===== config.mk =====
export PLATFORM = sky130hd
export DESIGN_NAME = stream_proc_top
export DESIGN_NICKNAME = d
export VERILOG_FILES = /design/src/design/queue_pkg.sv /design/src/design/stream_pkg.sv /design/src/design/queue_store_if.sv /design/src/design/queue_ctrl.sv /design/src/design/queue_dpath.sv /design/src/design/msg_queue.sv /design/src/design/stream_alu.sv /design/src/design/stream_proc_top.sv
export VERILOG_INCLUDE_DIRS = /design/src /design/src/include
export SDC_FILE = /design/constraint.sdc
export NUM_CORES = 1
export LEC_CHECK = 0
export BUFFER_PORTS_ARGS = -buffer_cell sky130_fd_sc_hd__buf_2
export CAP_MARGIN = 0
export CORE_ASPECT_RATIO = 1.2
export CORE_MARGIN = 2
export CORE_UTILIZATION = 35
export DETAILED_ROUTE_END_ITERATION = 8
export PLACE_DENSITY_LB_ADDON = 0.08
export SKIP_CTS_REPAIR_TIMING = 1
export SYNTH_ARGS = -nofsm -noshare
export SYNTH_HDL_FRONTEND = slang
export SYNTH_SLANG_ARGS = --single-unit

===== constraint.sdc =====
create_clock -name clk -period 8.7 [get_ports clk]
set_clock_uncertainty 0.05 [all_clocks]
set_input_delay 0.87 -clock clk [delete_from_list [all_inputs] [get_ports clk]]
set_output_delay 0.87 -clock clk [all_outputs]
set_load 0.03 [all_outputs]

===== src/include/stream_proc_settings.svh =====
// ----------------------------------------------------------------------
// Width and depth defines for the stream processor
// ----------------------------------------------------------------------

`ifndef STREAM_PROC_SETTINGS_SVH
`define STREAM_PROC_SETTINGS_SVH

// Operand and result width
`define STREAM_DATA_NBITS 16

// Opcode field width
`define STREAM_OP_NBITS 2

// Queue depths, input side and output side
`define STREAM_IN_DEPTH 4
`define STREAM_OUT_DEPTH 2

`endif


===== src/design/queue_pkg.sv =====
// ----------------------------------------------------------------------
// Queue behavior types
// ----------------------------------------------------------------------

package queue_pkg;

  // Static queue behavior
  // NORMAL  registered in both directions
  // PIPE    enq_rdy follows deq_rdy when full
  // BYPASS  deq_val follows enq_val when empty
  typedef enum logic [1:0] {
    QUEUE_NORMAL = 2'd0,
    QUEUE_PIPE   = 2'd1,
    QUEUE_BYPASS = 2'd2
  } queue_mode_e;

endpackage


===== src/design/stream_pkg.sv =====
// ----------------------------------------------------------------------
// Opcode enum and operand message type
// ----------------------------------------------------------------------

`include "stream_proc_settings.svh"

package stream_pkg;

  // ALU opcodes, all modulo 2^DATA_NBITS
  typedef enum logic [`STREAM_OP_NBITS-1:0] {
    OP_ADD,
    OP_SUB,
    OP_XOR,
    OP_MAX
  } stream_op_e;

  // Operand message, op in the top bits
  typedef struct packed {
    stream_op_e                   op;
    logic [`STREAM_DATA_NBITS-1:0] a;
    logic [`STREAM_DATA_NBITS-1:0] b;
  } stream_msg_t;

endpackage


===== src/design/queue_store_if.sv =====
// ----------------------------------------------------------------------
// Control link from queue control to queue storage
// ----------------------------------------------------------------------

`timescale 1ns/1ps

interface queue_store_if #(
  parameter int addr_nbits = 1
);

  logic                  write_en;
  logic [addr_nbits-1:0] write_addr;
  logic [addr_nbits-1:0] read_addr;
  // High while the queue is empty
  logic                  bypass_sel;

  modport ctrl (output write_en, write_addr, read_addr, bypass_sel);
  modport store (input write_en, write_addr, read_addr, bypass_sel);

endinterface


===== src/design/queue_ctrl.sv =====
// ----------------------------------------------------------------------
// Queue control: pointers, full flag, handshake and free-entry count
// ----------------------------------------------------------------------

`timescale 1ns/1ps

module queue_ctrl
  import queue_pkg::*;
#(
  parameter queue_mode_e mode       = QUEUE_NORMAL,
  parameter int          num_msgs   = 2,
  localparam int         addr_nbits = $clog2(num_msgs)
) (
  input  logic                clk,
  input  logic                rst,
  input  logic                enq_val,
  output logic                enq_rdy,
  output logic                deq_val,
  input  logic                deq_rdy,
  queue_store_if.ctrl         store,
  output logic [addr_nbits:0] num_free_entries
);

  localparam logic pipe_en   = (mode == QUEUE_PIPE);
  localparam logic bypass_en = (mode == QUEUE_BYPASS);
  // Highest storage address, pointers wrap after it
  localparam logic [addr_nbits-1:0] last_addr = addr_nbits'(num_msgs - 1);
  localparam logic [addr_nbits:0]   max_count = (addr_nbits + 1)'(num_msgs);

  logic [addr_nbits-1:0] enq_ptr;
  logic [addr_nbits-1:0] deq_ptr;
  logic [addr_nbits-1:0] enq_ptr_inc;
  logic [addr_nbits-1:0] deq_ptr_inc;
  logic                  full;
  logic                  empty;
  logic                  do_enq;
  logic                  do_deq;
  logic                  do_pipe;
  logic                  do_bypass;
  logic [addr_nbits:0]   used;

  // ----------------------------------------------------------------------
  // Handshake
  // ----------------------------------------------------------------------

  // Equal pointers mean empty unless the full flag is set
  assign empty = !full && (enq_ptr == deq_ptr);

  // Pipe: a full queue accepts when the consumer takes the head
  assign enq_rdy = !full || (pipe_en && deq_rdy);
  // Bypass: an empty queue offers the incoming message directly
  assign deq_val = !empty || (bypass_en && enq_val);

  assign do_enq    = enq_val && enq_rdy;
  assign do_deq    = deq_val && deq_rdy;
  assign do_pipe   = pipe_en && full && do_enq && do_deq;
  // Message goes straight through, storage untouched
  assign do_bypass = bypass_en && empty && do_enq && do_deq;

  // Storage controls
  assign store.write_en   = do_enq && !do_bypass;
  assign store.write_addr = enq_ptr;
  assign store.read_addr  = deq_ptr;
  assign store.bypass_sel = empty;

  // ----------------------------------------------------------------------
  // Pointers and full flag
  // ----------------------------------------------------------------------

  assign enq_ptr_inc = (enq_ptr == last_addr) ? '0 : enq_ptr + 1'b1;
  assign deq_ptr_inc = (deq_ptr == last_addr) ? '0 : deq_ptr + 1'b1;

  always_ff @(posedge clk) begin
    if (rst) begin
      enq_ptr <= '0;
      deq_ptr <= '0;
      full    <= 1'b0;
    end else begin
      if (do_enq && !do_bypass) begin
        enq_ptr <= enq_ptr_inc;
      end
      if (do_deq && !do_bypass) begin
        deq_ptr <= deq_ptr_inc;
      end
      // Last free slot taken with nothing leaving
      if (do_enq && !do_deq && (enq_ptr_inc == deq_ptr)) begin
        full <= 1'b1;
      end else if (do_deq && !do_pipe) begin
        full <= 1'b0;
      end
    end
  end

  // Occupied entries from the pointer distance
  always_comb begin
    if (full) begin
      used = max_count;
    end else if (enq_ptr >= deq_ptr) begin
      used = {1'b0, enq_ptr - deq_ptr};
    end else begin
      used = max_count - {1'b0, deq_ptr - enq_ptr};
    end
  end

  assign num_free_entries = max_count - used;

endmodule


===== src/design/queue_dpath.sv =====
// ----------------------------------------------------------------------
// Queue storage array with optional bypass mux
// ----------------------------------------------------------------------

`timescale 1ns/1ps

module queue_dpath
  import queue_pkg::*;
#(
  parameter queue_mode_e mode      = QUEUE_NORMAL,
  parameter int          msg_nbits = 1,
  parameter int          num_msgs  = 2
) (
  input  logic                 clk,
  queue_store_if.store         store,
  input  logic [msg_nbits-1:0] enq_msg,
  output logic [msg_nbits-1:0] deq_msg
);

  localparam logic bypass_en = (mode == QUEUE_BYPASS);

  // Storage, one entry per message slot
  logic [msg_nbits-1:0] mem [num_msgs];
  logic [msg_nbits-1:0] read_data;

  always_ff @(posedge clk) begin
    if (store.write_en) begin
      mem[store.write_addr] <= enq_msg;
    end
  end

  // Asynchronous read of the head entry
  assign read_data = mem[store.read_addr];

  // ----------------------------------------------------------------------
  // Bypass mux
  // ----------------------------------------------------------------------

  // Only bypass queues forward enq_msg, the mux folds away otherwise
  assign deq_msg = (bypass_en && store.bypass_sel) ? enq_msg : read_data;

endmodule


===== src/design/msg_queue.sv =====
// ----------------------------------------------------------------------
// Valid/ready message queue, control and storage joined
// ----------------------------------------------------------------------

`timescale 1ns/1ps

module msg_queue
  import queue_pkg::*;
#(
  parameter queue_mode_e mode       = QUEUE_NORMAL,
  parameter int          msg_nbits  = 1,
  // Two entries minimum
  parameter int          num_msgs   = 2,
  localparam int         addr_nbits = $clog2(num_msgs)
) (
  input  logic                 clk,
  input  logic                 rst,
  input  logic                 enq_val,
  output logic                 enq_rdy,
  input  logic [msg_nbits-1:0] enq_msg,
  output logic                 deq_val,
  input  logic                 deq_rdy,
  output logic [msg_nbits-1:0] deq_msg,
  output logic [addr_nbits:0]  num_free_entries
);

  // Write and read controls between the two halves
  queue_store_if #(.addr_nbits(addr_nbits)) store_if ();

  queue_ctrl #(
    .mode    (mode),
    .num_msgs(num_msgs)
  ) u_ctrl (
    .clk             (clk),
    .rst             (rst),
    .enq_val         (enq_val),
    .enq_rdy         (enq_rdy),
    .deq_val         (deq_val),
    .deq_rdy         (deq_rdy),
    .store           (store_if),
    .num_free_entries(num_free_entries)
  );

  queue_dpath #(
    .mode     (mode),
    .msg_nbits(msg_nbits),
    .num_msgs (num_msgs)
  ) u_dpath (
    .clk    (clk),
    .store  (store_if),
    .enq_msg(enq_msg),
    .deq_msg(deq_msg)
  );

endmodule


===== src/design/stream_alu.sv =====
// ----------------------------------------------------------------------
// One-entry registered ALU stage, valid/ready on both sides
// ----------------------------------------------------------------------

`timescale 1ns/1ps

`include "stream_proc_settings.svh"

module stream_alu
  import stream_pkg::*;
(
  input  logic                          clk,
  input  logic                          rst,
  input  logic                          in_val,
  output logic                          in_rdy,
  input  stream_msg_t                   in_msg,
  output logic                          out_val,
  input  logic                          out_rdy,
  output logic [`STREAM_DATA_NBITS-1:0] out_data
);

  logic [`STREAM_DATA_NBITS-1:0] result;

  // ----------------------------------------------------------------------
  // Arithmetic
  // ----------------------------------------------------------------------

  always_comb begin
    case (in_msg.op)
      OP_ADD:  result = in_msg.a + in_msg.b;
      OP_SUB:  result = in_msg.a - in_msg.b;
      OP_XOR:  result = in_msg.a ^ in_msg.b;
      // Unsigned compare, ties give a
      OP_MAX:  result = (in_msg.a >= in_msg.b) ? in_msg.a : in_msg.b;
      default: result = '0;
    endcase
  end

  // ----------------------------------------------------------------------
  // Output register
  // ----------------------------------------------------------------------

  // Take a new message when empty or when the held result leaves now
  assign in_rdy = !out_val || out_rdy;

  always_ff @(posedge clk) begin
    if (rst) begin
      out_val <= 1'b0;
    end else if (in_rdy) begin
      out_val <= in_val;
    end
  end

  // Result held while stalled
  always_ff @(posedge clk) begin
    if (in_val && in_rdy) begin
      out_data <= result;
    end
  end

endmodule


===== src/design/stream_proc_top.sv =====
// ----------------------------------------------------------------------
// Stream processor top: input queue, ALU stage, output queue
// ----------------------------------------------------------------------

`timescale 1ns/1ps

`include "stream_proc_settings.svh"

module stream_proc_top
  import queue_pkg::*;
  import stream_pkg::*;
(
  input  logic                                clk,
  input  logic                                rst,
  input  logic                                in_val,
  output logic                                in_rdy,
  input  logic [`STREAM_OP_NBITS-1:0]         in_op,
  input  logic [`STREAM_DATA_NBITS-1:0]       in_a,
  input  logic [`STREAM_DATA_NBITS-1:0]       in_b,
  output logic                                out_val,
  input  logic                                out_rdy,
  output logic [`STREAM_DATA_NBITS-1:0]       out_data,
  output logic [$clog2(`STREAM_IN_DEPTH):0]   in_free_entries
);

  stream_msg_t                   in_msg;
  stream_msg_t                   alu_in_msg;
  logic                          alu_in_val;
  logic                          alu_in_rdy;
  logic                          alu_out_val;
  logic                          alu_out_rdy;
  logic [`STREAM_DATA_NBITS-1:0] alu_out_data;

  // Pack the operand fields
  assign in_msg = '{op: stream_op_e'(in_op), a: in_a, b: in_b};

  // Pipe mode lets a full input queue accept while the ALU drains it
  msg_queue #(
    .mode     (QUEUE_PIPE),
    .msg_nbits($bits(stream_msg_t)),
    .num_msgs (`STREAM_IN_DEPTH)
  ) u_in_queue (
    .clk             (clk),
    .rst             (rst),
    .enq_val         (in_val),
    .enq_rdy         (in_rdy),
    .enq_msg         (in_msg),
    .deq_val         (alu_in_val),
    .deq_rdy         (alu_in_rdy),
    .deq_msg         (alu_in_msg),
    .num_free_entries(in_free_entries)
  );

  stream_alu u_alu (
    .clk     (clk),
    .rst     (rst),
    .in_val  (alu_in_val),
    .in_rdy  (alu_in_rdy),
    .in_msg  (alu_in_msg),
    .out_val (alu_out_val),
    .out_rdy (alu_out_rdy),
    .out_data(alu_out_data)
  );

  // Bypass mode keeps the total latency at 2 cycles
  // Output-side occupancy is not brought out
  msg_queue #(
    .mode     (QUEUE_BYPASS),
    .msg_nbits(`STREAM_DATA_NBITS),
    .num_msgs (`STREAM_OUT_DEPTH)
  ) u_out_queue (
    .clk             (clk),
    .rst             (rst),
    .enq_val         (alu_out_val),
    .enq_rdy         (alu_out_rdy),
    .enq_msg         (alu_out_data),
    .deq_val         (out_val),
    .deq_rdy         (out_rdy),
    .deq_msg         (out_data),
    .num_free_entries()
  );

endmodule


### After elaboration in Yosys (flattened, before gate mapping)

Memory sizes are Yosys's and may differ from the RTL's. A register that Yosys moved wholly into a read port is not among the register bits.
Cells that the tools add are included.

| storage, ports and cells | value |
|---|---|
| flip-flop bits (word level) | 25 |
| memory bits (writable) | 168 |
| input port bits | 38 |
| output and inout bits | 21 |
| word-level logic and storage cells | 85 |
| memories | 2 |

| cells by class | value |
|---|---|
| eq/ne operators | 9 |
| add/sub/neg operators | 10 |
| muxes and demuxes | 21 |
| reduce and logical (&&, ||, !) cells | 32 |
| bitwise operators | 1 |
| order comparisons | 2 |

Memories:

| memory | depth | width | rd ports | clocked after Yosys merged registers in | write ports | RTL line | text |
|---|---|---|---|---|---|---|---|
| u_in_queue.u_dpath.mem | 4 | 34 | 1 | 1 | 1 | queue_dpath.sv:23 | `logic [msg_nbits-1:0] mem [num_msgs];` |
| u_out_queue.u_dpath.mem | 2 | 16 | 1 | 1 | 1 | queue_dpath.sv:23 |  |

Operators by type and width:

| operator | count |
|---|---|
| $pmux 16 s4 | 1 |
| $mux 16 | 2 |
| $logic_and 1x1->1 | 17 |
| $add 16x16->16 | 1 |
| $ge 16x16->1 | 1 |
| $sub 16x16->16 | 1 |
| $xor 16x16->16 | 1 |
| $mux 1 | 12 |
| $logic_not 1->1 | 9 |
| $eq 2x2->1 const B | 4 |
| $mux 2 | 4 |
| $mux 3 | 2 |
| $add 2x1->2 const B | 2 |
| $eq 2x2->1 | 2 |
| $reduce_bool 2->1 | 2 |
| $sub 2x2->2 | 2 |
| $logic_or 1x1->1 | 3 |
| $sub 3x2->3 const A | 1 |
| $sub 3x3->3 const A | 1 |
| $add 1x1->1 const B | 2 |
| $eq 1x1->1 | 2 |
| $eq 2x1->1 const B | 1 |
| $ge 2x2->1 | 1 |
| $logic_not 2->1 | 1 |

### Logic depth before layout (Yosys ltp)

Gate-level depths: netlist (run 1).

| logic depth | value |
|---|---|
| depth in word-level cells | 10 |
| gate-level depth with buffers | 16 |
| depth with buffers taken out | 11 |

### Cells and area by module

Synthesis (run 1) repeated with hierarchy kept, for this count alone.

| second synthesis, totals | value |
|---|---|
| cells, all modules | 705 |
| area, all modules | 9729.3 sq um |

Modules (own cells, without submodules):

| module | sequential area each (sq um) | area an instance (sq um) | times used | cells an instance |
|---|---|---|---|---|
| queue_dpath at u_in_queue.u_dpath | 4083.9 | 4986.0 | 1 | 182 |
| stream_alu | 500.5 | 2816.5 | 1 | 363 |
| queue_dpath at u_out_queue.u_dpath | 960.9 | 1318.8 | 1 | 87 |
| queue_ctrl at u_in_queue.u_ctrl | 100.1 | 420.4 | 1 | 50 |
| queue_ctrl at u_out_queue.u_ctrl | 60.1 | 187.7 | 1 | 23 |

### Least setup slack after synthesis (run 1)

No wires, ideal clock.

| timing | value |
|---|---|
| path type | reg2reg |
| from | register (tool-made name) |
| to | register u_alu.out_data[15], data pin |
| setup time | 0.259 ns |
| slack | 4.917 ns |
| required time | 8.391 ns |
| stages on the path, launching flop included | 14 |
| buffers on the path | 3 |
| arrival time | 3.474 ns |
| cell sequence | dfxtp_1 > buf_2 > buf_2 > mux4_2 > ha_1 > fa_1 > nand2b_2 > a21oi_2 > o21ai_2 > a31oi_4 > a21o_1 > buf_6 > mux2_4 > a211o_1 |

RTL lines:

| element | RTL line | text |
|---|---|---|
| to (signal assigned) | stream_alu.sv:57 | `out_data <= result;` |
| to (decl) | stream_alu.sv:19 | `` output logic [`STREAM_DATA_NBITS-1:0] out_data `` |

==> results.txt, run 1 <==
----------------------------------------------------
[Synth]
  Number of synthesized register bits ... 196
  Most instantiated flip-flop cell in the synthesis netlist ... sky130_fd_sc_hd__edfxtp_1
  Most frequent cell after synthesis ... sky130_fd_sc_hd__edfxtp_1
  Synthesized netlist cell count ... 708
  Top cell type's share of synthesized area ... 56.79%
  Number of flops mapped to enable cells by yosys ... 184
  Total standard cell area after synthesis ... 0.009729 mm2
  Ys Warns ... 0
  Synthesized net count ... 790
  Sequential element share of the synthesized area ... 59.26%
  Cell types with the highest counts after synthesis ... sky130_fd_sc_hd__edfxtp_1 (184), sky130_fd_sc_hd__o21ai_0 (48), sky130_fd_sc_hd__nand2_1 (45)
  Distinct cell type count of the synthesized netlist ... 74
  Most area-hungry cell type in the Yosys netlist ... sky130_fd_sc_hd__edfxtp_1
  Biggest area contributors in the synthesized netlist ... sky130_fd_sc_hd__edfxtp_1 (57%), sky130_fd_sc_hd__mux4_2 (6.9%), sky130_fd_sc_hd__ha_1 (5.3%), sky130_fd_sc_hd__mux2i_1 (4.1%), sky130_fd_sc_hd__dfxtp_1 (2.5%)
  FFs w/ async S/R, synth ... 0%
  Average footprint of a synthesized cell ... 13.74 um2

[Cells and area]
  Layout overhead on the synthesized area ... 11.87%
  Post-Route Utilization ... 39.94%
  Post-layout instance area ... 0.01088 mm2
  Final-stage net count ... 839
  Layout cells sized above 1 ... 20.00%
  Number of inserted diodes ... 0

[Timing]
  Final min period ... 4.899 ns
  Final hold violation count ... 0
  Transition time of the tightest slew-check pin ... 1.128 ns
  Setup TNS ... 0 ns
  Post-route clock period utilization ... 56.31%
  Total of endpoints with negative setup slack in the final report ... 0
  Unrepaired setup endpoints after global routing ... no
  Timing-limited maximum frequency ... 204.1 MHz
  Max-Slew Margin vs Limit ... 24.73%
  Slew Limit Fails ... 0

[Pwr]
  Sw Ratio ... 44.18%
  Power density normalized to cell area ... 407.1 mW/mm2
  Cell internal power dissipation ... 0.002473 W
  Leak Pwr ... 3.874 nW
  Maximum VDD drop ... 0.1893 mV
  Logic pwr share ... 53.0%
  Tot Pwr ... 0.004430 W
  Psw ... 0.001957 W
  Sequential group share of total power ... 29.7%
  Clock power frac ... 17.3%

[Run]
  Max cap viols ... 0

[Clock tree]
  TritonCTS Sinks ... 196
  Clock Latency Late Sink ... 0.44 ns
  TritonCTS buffer count ... 17
  Reg clk slew, reported paths ... 0.08 ns
  Clock Tree Buf Depth ... 2
  Clock root buffer ... sky130_fd_sc_hd__clkbuf_16
  # H-tree levels ... 4
  CTS tree ... built

[Die]
  Die outline width ... 156.2 um
  Number of primary I/O pins ... 59
  Die Ht ... 186.6 um
  Core area ... 0.02725 mm2
  FP Rows ... 66
  Effective utilization at floorplan ... 35.70%
  Overall die area ... 0.02915 mm2

[Setup path]
  Critical path buffers and inverters ... 1
  Master of the slowest instance on the critical path ... sky130_fd_sc_hd__a21o_1
  Cell family contributing the most delay on the critical path ... compound AO/OA/AOI/OAI gates
  Type of the worst setup path ... flop to flop
  Required @ worst endpoint ... 8.85 ns
  Cell breakdown of the critical path ... buf_4 -> mux4_2 -> ha_1 -> fa_1 -> nand2b_2 -> a21oi_2 -> o21ai_2 -> a31oi_4 -> a21o_1 -> mux2_4 -> a211o_1
  CP max stage delay ... 0.83 ns
  Kind of capture point of the worst setup path ... flop
  Critical path data arrival time ... 5.05 ns
  Largest driver fanout on the critical path ... 33
  Type of element launching the critical path ... flop

[Min path]
  Class of the most critical hold timing path ... flop to flop

[Global routing]
  Antenna violations before repair ... 0
  Leftover overflow at the end of global routing ... 0
  Overall global routing resource usage ... 15.80%
  Wire length of the first global-routing pass ... 34840 um
  Maximum number of pins on one net before global-route repair ... 39
  Via count of the first global-routing pass ... 6198

[Status]
  Run status ... complete, no violations

[Placement]
  Final Wtd Congestion ... 0.8282
  Number of port buffers ... 58
  Cell area reported after detailed placement ... 0.01031 mm2
  Detailed placer's ending HPWL ... 14640 um

[Routing]
  Number of DRC violations after detailed-routing iteration 0 ... 372
  WL/cell ... 19.91 um
  Vias after detailed routing ... 5959
  Post-route ant nets ... 0
  Via density per instance ... 5.368
  Total Wirelength ... 22100 um
  DRC violation count after routing ... 0
  Number of iterations in the first detailed-routing pass ... 5

----------------------------------------------------
[cell families after synthesis]
family	count (synthesis)	synth area share (%)
fa+ha+maj	44	5.890
compound gates	164	11.46
xor+xnor	5	0.4501
mux	76	11.79
flops	196	59.26
buf+inv	73	3.588
simple gates	150	7.562
[metrics by stage]
stage | setup WS (ns) | hold WS (ns) | cells
2_1_floorplan | 4.917 | 0.3949 | 708
3_3_place_gp | 3.812 | 0.4246 | 1078
3_5_place_dp | 3.775 | 0.4338 | 1078
4_1_cts | 3.761 | 0.4540 | 1110
5_1_grt | 3.534 | 0.4657 | 1110
6_report | 3.801 | 0.4559 | 1110
[placed cells by master (no fill, tap or decap), types with 17 or more instances in the layout]
| cell type | n |
|---|---|
| sky130_fd_sc_hd__edfxtp_1 | 184 |
| sky130_fd_sc_hd__ha_1 | 41 |
| sky130_fd_sc_hd__mux2i_1 | 38 |
| sky130_fd_sc_hd__o21ai_0 | 48 |
| sky130_fd_sc_hd__mux4_2 | 30 |
| sky130_fd_sc_hd__nor2_1 | 38 |
| sky130_fd_sc_hd__a21oi_1 | 32 |
| sky130_fd_sc_hd__nand2_1 | 45 |
| sky130_fd_sc_hd__inv_1 | 37 |
| sky130_fd_sc_hd__clkbuf_16 | 17 |
| sky130_fd_sc_hd__buf_2 | 58 |
[worst paths after layout]
path                 startpoint                              to  slack (ns)  depth (start not counted)
max                        flop              u_alu.out_data[15]        3.80                         11
min          u_alu.out_data[13]  u_out_queue.u_dpath.mem[0][13]        0.46                          0
max reg2reg                flop              u_alu.out_data[15]        3.80                         11
min reg2reg  u_alu.out_data[13]  u_out_queue.u_dpath.mem[0][13]        0.46                          0
[flip-flops by register name (all words and copies together), names as in the netlist, named ones only]
signal,count
u_alu.out_val,1
u_alu.out_data,16
u_in_queue.u_ctrl.store.write_addr,2
u_out_queue.u_ctrl.store.write_addr,1
u_in_queue.u_dpath.mem,136
u_in_queue.u_ctrl.full,1
u_out_queue.u_dpath.mem,32
u_in_queue.u_ctrl.store.read_addr,2
u_out_queue.u_ctrl.full,1
u_out_queue.u_ctrl.store.read_addr,1
[worst register-to-register path, cell delays in order, from the launching register on]
cell,delay [ns]
sky130_fd_sc_hd__dfxtp_2,0.49
sky130_fd_sc_hd__buf_4,0.60
sky130_fd_sc_hd__mux4_2,0.67
sky130_fd_sc_hd__ha_1,0.25
sky130_fd_sc_hd__fa_1,0.38
sky130_fd_sc_hd__nand2b_2,0.23
sky130_fd_sc_hd__a21oi_2,0.21
sky130_fd_sc_hd__o21ai_2,0.11
sky130_fd_sc_hd__a31oi_4,0.20
sky130_fd_sc_hd__a21o_1,0.83
sky130_fd_sc_hd__mux2_4,0.35
sky130_fd_sc_hd__a211o_1,0.28
[routing by layer]
metal	track usage [%]	part of all wire, %	wire [um]
met1	19.33	43	9523
met2	26.86	50	11150
met3	3.158	3.0	665
met4	7.163	3.4	754
met5	0	0	0
[layout make-up]
cell class,count,area (um2)
Tap cell,340,425.4
Fill cell,2558,16370
Clock inverter,14,143.9
Clock buffer,18,429.2
Timing Repair Buffer,64,335.3
Multi-Input combinational cell,439,3636
Inverter,39,146.4
Sequential cell,196,5768
[power by group through the flow]
stage | sequential, W | clock [W] | combinational [W]
after floorplan | 0.00128 | 0 | 0.00185
after CTS | 0.00132 | 0.000792 | 0.00236
after detailed placement | 0.00134 | 0 | 0.00235
after global routing | 0.00133 | 0.000831 | 0.00260
final | 0.00131 | 0.000766 | 0.00235
after global placement | 0.00133 | 0 | 0.00232
Power figures use the tool's default switching activity.
==> run 2, diff against run 1 <==
--- a/config.mk
+++ b/config.mk
@@ -6,6 +6,7 @@
 export SDC_FILE = /design/constraint.sdc
 export NUM_CORES = 1
 export LEC_CHECK = 0
+export ABC_AREA = 1
 export BUFFER_PORTS_ARGS = -buffer_cell sky130_fd_sc_hd__buf_2
 export CAP_MARGIN = 0
 export CORE_ASPECT_RATIO = 1.2
==> constraint.sdc (replaced) <==
create_clock -name clk -period 4.5 [get_ports clk]
set_clock_uncertainty 0.05 [all_clocks]
set_input_delay 0.45 -clock clk [delete_from_list [all_inputs] [get_ports clk]]
set_output_delay 0.45 -clock clk [all_outputs]
set_load 0.03 [all_outputs]
==> results.txt, run 2 <==
----------------------------------------------------
[Die]
  Die outline width ... 161.3 um
  FP Rows ... 69
  Die Ht ... 192.7 um
  Number of primary I/O pins ... 59
  Core area ... 0.02944 mm2
  Effective utilization at floorplan ... 35.29%
  Overall die area ... 0.03109 mm2

[Synth]
  Post-synthesis share of cell area spent on full adders, half adders and majority gates ... 5.515%
  Dominant combinational cell family by area after synthesis ... simple AND/OR/NAND/NOR gates
  Most frequent cell after synthesis ... sky130_fd_sc_hd__nand2_1
  Average footprint of a synthesized cell ... 9.480 um2
  Cell types with the highest counts after synthesis ... sky130_fd_sc_hd__nand2_1 (303), sky130_fd_sc_hd__edfxtp_1 (184), sky130_fd_sc_hd__inv_1 (144)
  Area fraction in and, or, nand and nor cells after synthesis ... 20.65%
  FFs w/ async S/R, synth ... 0%
  Distinct cell type count of the synthesized netlist ... 47
  Ys Warns ... 0
  Area fraction in compound gates after synthesis ... 9.140%
  Multiplexer area fraction after synthesis ... 0%
  Synthesized netlist cell count ... 1096
  XOR/XNOR share of the synthesized area ... 0.8430%
  Number of flops mapped to enable cells by yosys ... 184
  Most area-hungry cell type in the Yosys netlist ... sky130_fd_sc_hd__edfxtp_1
  Sequential element share of the synthesized area ... 55.49%
  Top cell type's share of synthesized area ... 53.18%
  Most instantiated flip-flop cell in the synthesis netlist ... sky130_fd_sc_hd__edfxtp_1
  Number of synthesized register bits ... 196
  Biggest area contributors in the synthesized netlist ... sky130_fd_sc_hd__edfxtp_1 (53%), sky130_fd_sc_hd__nand2_1 (11%), sky130_fd_sc_hd__inv_1 (5.2%), sky130_fd_sc_hd__ha_1 (4.9%), sky130_fd_sc_hd__nand3_1 (3.9%)
  Total standard cell area after synthesis ... 0.01039 mm2
  Synthesized net count ... 1178

[Clock tree]
  Clock Tree Buf Depth ... 2
  TritonCTS buffer count ... 17
  Reg clk slew, reported paths ... 0.08 ns
  TritonCTS Sinks ... 196
  # H-tree levels ... 4
  Clock Latency Late Sink ... 0.45 ns
  Clock root buffer ... sky130_fd_sc_hd__clkbuf_16
  CTS tree ... built

[Routing]
  Via density per instance ... 4.790
  Number of DRC violations after detailed-routing iteration 0 ... 577
  Vias after detailed routing ... 7382
  Post-route ant nets ... 0
  DRC violation count after routing ... 0
  WL/cell ... 16.43 um
  Total Wirelength ... 25320 um
  Number of iterations in the first detailed-routing pass ... 5

[Setup path]
  Kind of capture point of the worst setup path ... flop
  Type of element launching the critical path ... flop
  Largest driver fanout on the critical path ... 22
  Critical path data arrival time ... 3.53 ns
  Required @ worst endpoint ... 4.66 ns
  Type of the worst setup path ... flop to flop

[Timing]
  Max-Slew Margin vs Limit ... 35.87%
  Total of endpoints with negative setup slack in the final report ... 0
  Transition time of the tightest slew-check pin ... 0.9606 ns
  Timing-limited maximum frequency ... 296.8 MHz
  Unrepaired setup endpoints after global routing ... no
  Slew Limit Fails ... 0
  Final hold violation count ... 0
  Final min period ... 3.370 ns
  Post-route clock period utilization ... 74.88%
  Setup TNS ... 0 ns

[Cells and area]
  Final-stage net count ... 1220
  Layout overhead on the synthesized area ... 11.77%
  Layout cells sized above 1 ... 12.86%
  Most frequent cells in the layout ... sky130_fd_sc_hd__nand2_1 (303), sky130_fd_sc_hd__edfxtp_1 (184), sky130_fd_sc_hd__inv_1 (144), sky130_fd_sc_hd__nand3_1 (80), sky130_fd_sc_hd__o21ai_0 (63)
  Registers with the most flip-flops ... u_in_queue.u_dpath.mem: 136 flops, u_out_queue.u_dpath.mem: 32 flops, u_alu.out_data: 16 flops
  Flip-flop count of the largest register, all copies and words added ... 136
  Multi-input combinational cell area ... 0.003789 mm2
  Register with the highest flop count ... u_in_queue.u_dpath.mem
  Area taken by flip-flops and latches ... 0.005767 mm2
  Number of fillers in the final layout ... 2923
  Most frequent standard cell in the layout excluding fill and tap cells ... sky130_fd_sc_hd__nand2_1
  Number of inserted diodes ... 0

[Placement]
  Number of port buffers ... 58
  Detailed placer's ending HPWL ... 17970 um
  Final Wtd Congestion ... 0.8441

[Global routing]
  Leftover overflow at the end of global routing ... 0
  Wire length of the first global-routing pass ... 39820 um
  Antenna violations before repair ... 0
  Via count of the first global-routing pass ... 7176
  Maximum number of pins on one net before global-route repair ... 81
  Overall global routing resource usage ... 16.88%

[Run]
  Max cap viols ... 0

[Status]
  Run status ... complete, no violations

[Min path]
  Class of the most critical hold timing path ... input port to flop

----------------------------------------------------
## run 2: cell types whose count changed after synthesis, moves of 13 or more
cell,previous run,this run
sky130_fd_sc_hd__a32o_1,0,14
sky130_fd_sc_hd__a21oi_1,32,62
sky130_fd_sc_hd__nand4_1,4,18
sky130_fd_sc_hd__nor2_1,40,53
sky130_fd_sc_hd__inv_1,37,144
sky130_fd_sc_hd__o21ai_0,48,63
sky130_fd_sc_hd__a211oi_1,14,1
sky130_fd_sc_hd__nand2_1,45,303
sky130_fd_sc_hd__mux2i_1,40,0
sky130_fd_sc_hd__nand3_1,5,80
sky130_fd_sc_hd__mux4_2,30,0
## run 2: worst max-delay path, cell delays in order (launching register included)
cell and delay (ns):
sky130_fd_sc_hd__dfxtp_1 0.33, sky130_fd_sc_hd__inv_2 0.30, sky130_fd_sc_hd__buf_4 0.26, sky130_fd_sc_hd__a21oi_1 0.07, sky130_fd_sc_hd__a32oi_2 0.27, sky130_fd_sc_hd__inv_2 0.09
sky130_fd_sc_hd__ha_1 0.42, sky130_fd_sc_hd__nand2_1 0.12, sky130_fd_sc_hd__nand2_1 0.08, sky130_fd_sc_hd__a21oi_2 0.23, sky130_fd_sc_hd__nand3_2 0.14, sky130_fd_sc_hd__nand2_4 0.20
sky130_fd_sc_hd__nand2_8 0.16, sky130_fd_sc_hd__inv_1 0.11, sky130_fd_sc_hd__nand2_1 0.10, sky130_fd_sc_hd__nand3_1 0.10, sky130_fd_sc_hd__nand3_1 0.08
## run 2: layout make-up
type / count / area share, %
flip-flops and latches: 196 / 49.66
multi-input cells: 700 / 32.63
inverters: 155 / 5.053
well taps: 390 / 4.202
clock buffers: 17 / 3.663
repair buffers: 68 / 3.362
clock inverters: 15 / 1.433
## run 2: final timing paths
path	start	cells past startpoint	slack (ns)	end
worst max-delay path	flop	16	1.13	u_alu.out_data[11]
worst min-delay path	in_a[9]	1	0.17	u_in_queue.u_dpath.mem[0][25]
worst max register to register	flop	16	1.13	u_alu.out_data[11]
worst min register to register	u_alu.out_data[15]	0	0.42	u_out_queue.u_dpath.mem[1][15]
## run 2: routing by layer
layer	vias up	GRT usage [%]	share of wire, %
met1	3497	21.85	47
li1	3746	-	-
met3	25	2.794	2.9
met5	-	0	0
met4	0	4.773	1.4
met2	114	29.25	49
## run 2: logic make-up after synthesis
group	count (synthesis)
DFF	196
AOI/OAI and AO/OA	160
buffers and inverters	200
xor gates and xnor gates	10
adders and majority gates	44
and+or+nand+nor	486
## run 2: metrics by stage
stage          hold slack [ns]  cells  util [%]  setup WS (ns)  instance area (um2)
2_1_floorplan           0.3954   1096         -          1.651                10390
4_1_cts                 0.1453   1541     39.44          1.110                11610
5_1_grt                 0.1531   1541     39.44         0.8904                11610
3_3_place_gp            0.4030   1509     37.43          1.156                11020
6_report                0.1657   1541     39.44          1.130                11610
3_5_place_dp            0.4192   1509     37.43          1.117                11020
Power of run 2 is not shown: default switching activity piles up to over one toggle a cycle in this logic, so the estimate is an artifact.
==> run 3, diff against run 2 <==
==> constraint.sdc (replaced) <==
create_clock -name clk -period 3.2 [get_ports clk]
set_clock_uncertainty 0.05 [all_clocks]
set_input_delay 0.32 -clock clk [delete_from_list [all_inputs] [get_ports clk]]
set_output_delay 0.32 -clock clk [all_outputs]
set_load 0.03 [all_outputs]
==> results.txt, run 3 (synthesis gave the netlist of run 2 again) <==
----------------------------------------------------
[Status]
  Run status ... complete, no violations

[Timing]
  Min setup slack post-route ... 0.1809 ns
  Transition time of the tightest slew-check pin ... 0.6697 ns
  Post-route clock period utilization ... 94.35%
  Max-Slew Margin vs Limit ... 55.30%
  Unrepaired setup endpoints after global routing ... no
  Final hold violation count ... 0
  Timing-limited maximum frequency ... 331.2 MHz
  Setup TNS ... 0 ns
  Slew Limit Fails ... 0
  Total of endpoints with negative setup slack in the final report ... 0
  Final min period ... 3.019 ns

[Cells and area]
  Register with the highest flop count ... u_in_queue.u_dpath.mem
  Most frequent standard cell in the layout excluding fill and tap cells ... sky130_fd_sc_hd__nand2_1
  Layout cells sized above 1 ... 15.35%
  Flip-flop count of the largest register, all copies and words added ... 136
  Final-stage net count ... 1255
  Most frequent cells in the layout ... sky130_fd_sc_hd__nand2_1 (303), sky130_fd_sc_hd__edfxtp_1 (184), sky130_fd_sc_hd__inv_1 (144), sky130_fd_sc_hd__nand3_1 (80), sky130_fd_sc_hd__o21ai_0 (63)
  Registers with the most flip-flops ... u_in_queue.u_dpath.mem: 136 flops, u_out_queue.u_dpath.mem: 32 flops, u_alu.out_data: 16 flops
  Number of inserted diodes ... 0
  Layout overhead on the synthesized area ... 14.94%

[Routing]
  WL/cell ... 16.12 um
  Via density per instance ... 4.717
  Number of iterations in the first detailed-routing pass ... 5
  Post-route ant nets ... 0
  Number of DRC violations after detailed-routing iteration 0 ... 377
  Total Wirelength ... 25400 um
  DRC violation count after routing ... 0
  Vias after detailed routing ... 7434

[Clock tree]
  TritonCTS Sinks ... 196
  TritonCTS buffer count ... 17
  Clock Latency Late Sink ... 0.43 ns
  # H-tree levels ... 4
  CTS tree ... built
  Clock Tree Buf Depth ... 2
  Reg clk slew, reported paths ... 0.08 ns
  Clock root buffer ... sky130_fd_sc_hd__clkbuf_16

[Die]
  FP Rows ... 69
  Number of primary I/O pins ... 59
  Die Ht ... 192.7 um
  Core area ... 0.02944 mm2
  Effective utilization at floorplan ... 35.29%
  Die outline width ... 161.3 um
  Overall die area ... 0.03109 mm2

[Setup path]
  Largest driver fanout on the critical path ... 22
  Library cell appearing most often on the critical path ... sky130_fd_sc_hd__nand2_1
  CP max stage delay ... 0.40 ns
  Critical path buffers and inverters ... 4
  Master of the slowest instance on the critical path ... sky130_fd_sc_hd__fa_1
  Critical path data arrival time ... 3.14 ns
  Kind of capture point of the worst setup path ... flop
  Required @ worst endpoint ... 3.32 ns
  Cell family contributing the most delay on the critical path ... simple AND/OR/NAND/NOR gates
  Type of the worst setup path ... flop to flop
  Type of element launching the critical path ... flop
  Cell breakdown of the critical path ... inv_2 -> buf_12 -> o21ai_0 -> o22ai_2 -> ha_1 -> fa_1 -> inv_1 -> nand2_1 -> nand2_1 -> nand3_2 -> nand3_2 -> nand2_4 -> nand2_8 -> buf_12 -> nand2_1 -> nand3_1 -> nand4_1

[Placement]
  Final Wtd Congestion ... 0.9126
  Number of port buffers ... 58
  Detailed placer's ending HPWL ... 18630 um
  Post-Place Worst Slack ... 0.1935 ns

[Min path]
  Class of the most critical hold timing path ... input port to flop

[Global routing]
  Via count of the first global-routing pass ... 7276
  Overall global routing resource usage ... 17.05%
  Wire length of the first global-routing pass ... 40190 um
  Maximum number of pins on one net before global-route repair ... 52
  Leftover overflow at the end of global routing ... 0
  Antenna violations before repair ... 0

[Run]
  Max cap viols ... 0

----------------------------------------------------
## run 3: worst register-to-register path: cells and delay by family (launching register included)
kind	cells	cell delay (ns)
adder cells (fa/ha/maj)	2	0.64
buffers and inverters	4	0.46
flip-flops	1	0.39
AND/OR/NAND/NOR	9	0.88
AO/OA/AOI/OAI	2	0.32
## run 3: layout make-up
type	instances	area [um2]
flip-flops and latches	196	5767
repair buffers	103	740.7
clock inverters	15	142.6
inverters	155	586.8
clock buffers	17	425.4
multi-input cells	700	3792
fillers	2984	17500
well taps	390	488.0
## run 3: worst paths after layout
check,end,slack (ns),from,cells after the start
hold reg to reg,u_out_queue.u_dpath.mem[0][6],0.43,u_alu.out_data[6],0
setup reg to reg,u_alu.out_data[12],0.18,flop,17
hold / removal,u_in_queue.u_dpath.mem[2][2],0.05,in_b[2],1
setup / recovery,u_alu.out_data[12],0.18,flop,17
## run 3: routing by layer
metal,GRT usage [%],vias up,wire (um)
met5,0,-,0
met4,6.181,0,571
met3,2.944,24,841
met2,30.47,107,12700
met1,20.70,3485,11290
li1,-,3818,-
## run 3: through the flow
stage | hold slack, ns | util, % | std cells | area, um2
3_5_place_dp | 0.4221 | 38.62 | 1544 | 11370
2_1_floorplan | 0.3391 | - | 1096 | 10390
3_3_place_gp | 0.4128 | 38.62 | 1544 | 11370
5_1_grt | 0.03312 | 40.57 | 1576 | 11940
6_report | 0.04838 | 40.57 | 1576 | 11940
4_1_cts | 0.02708 | 40.55 | 1576 | 11940
Power of run 3 is left out for the same reason.
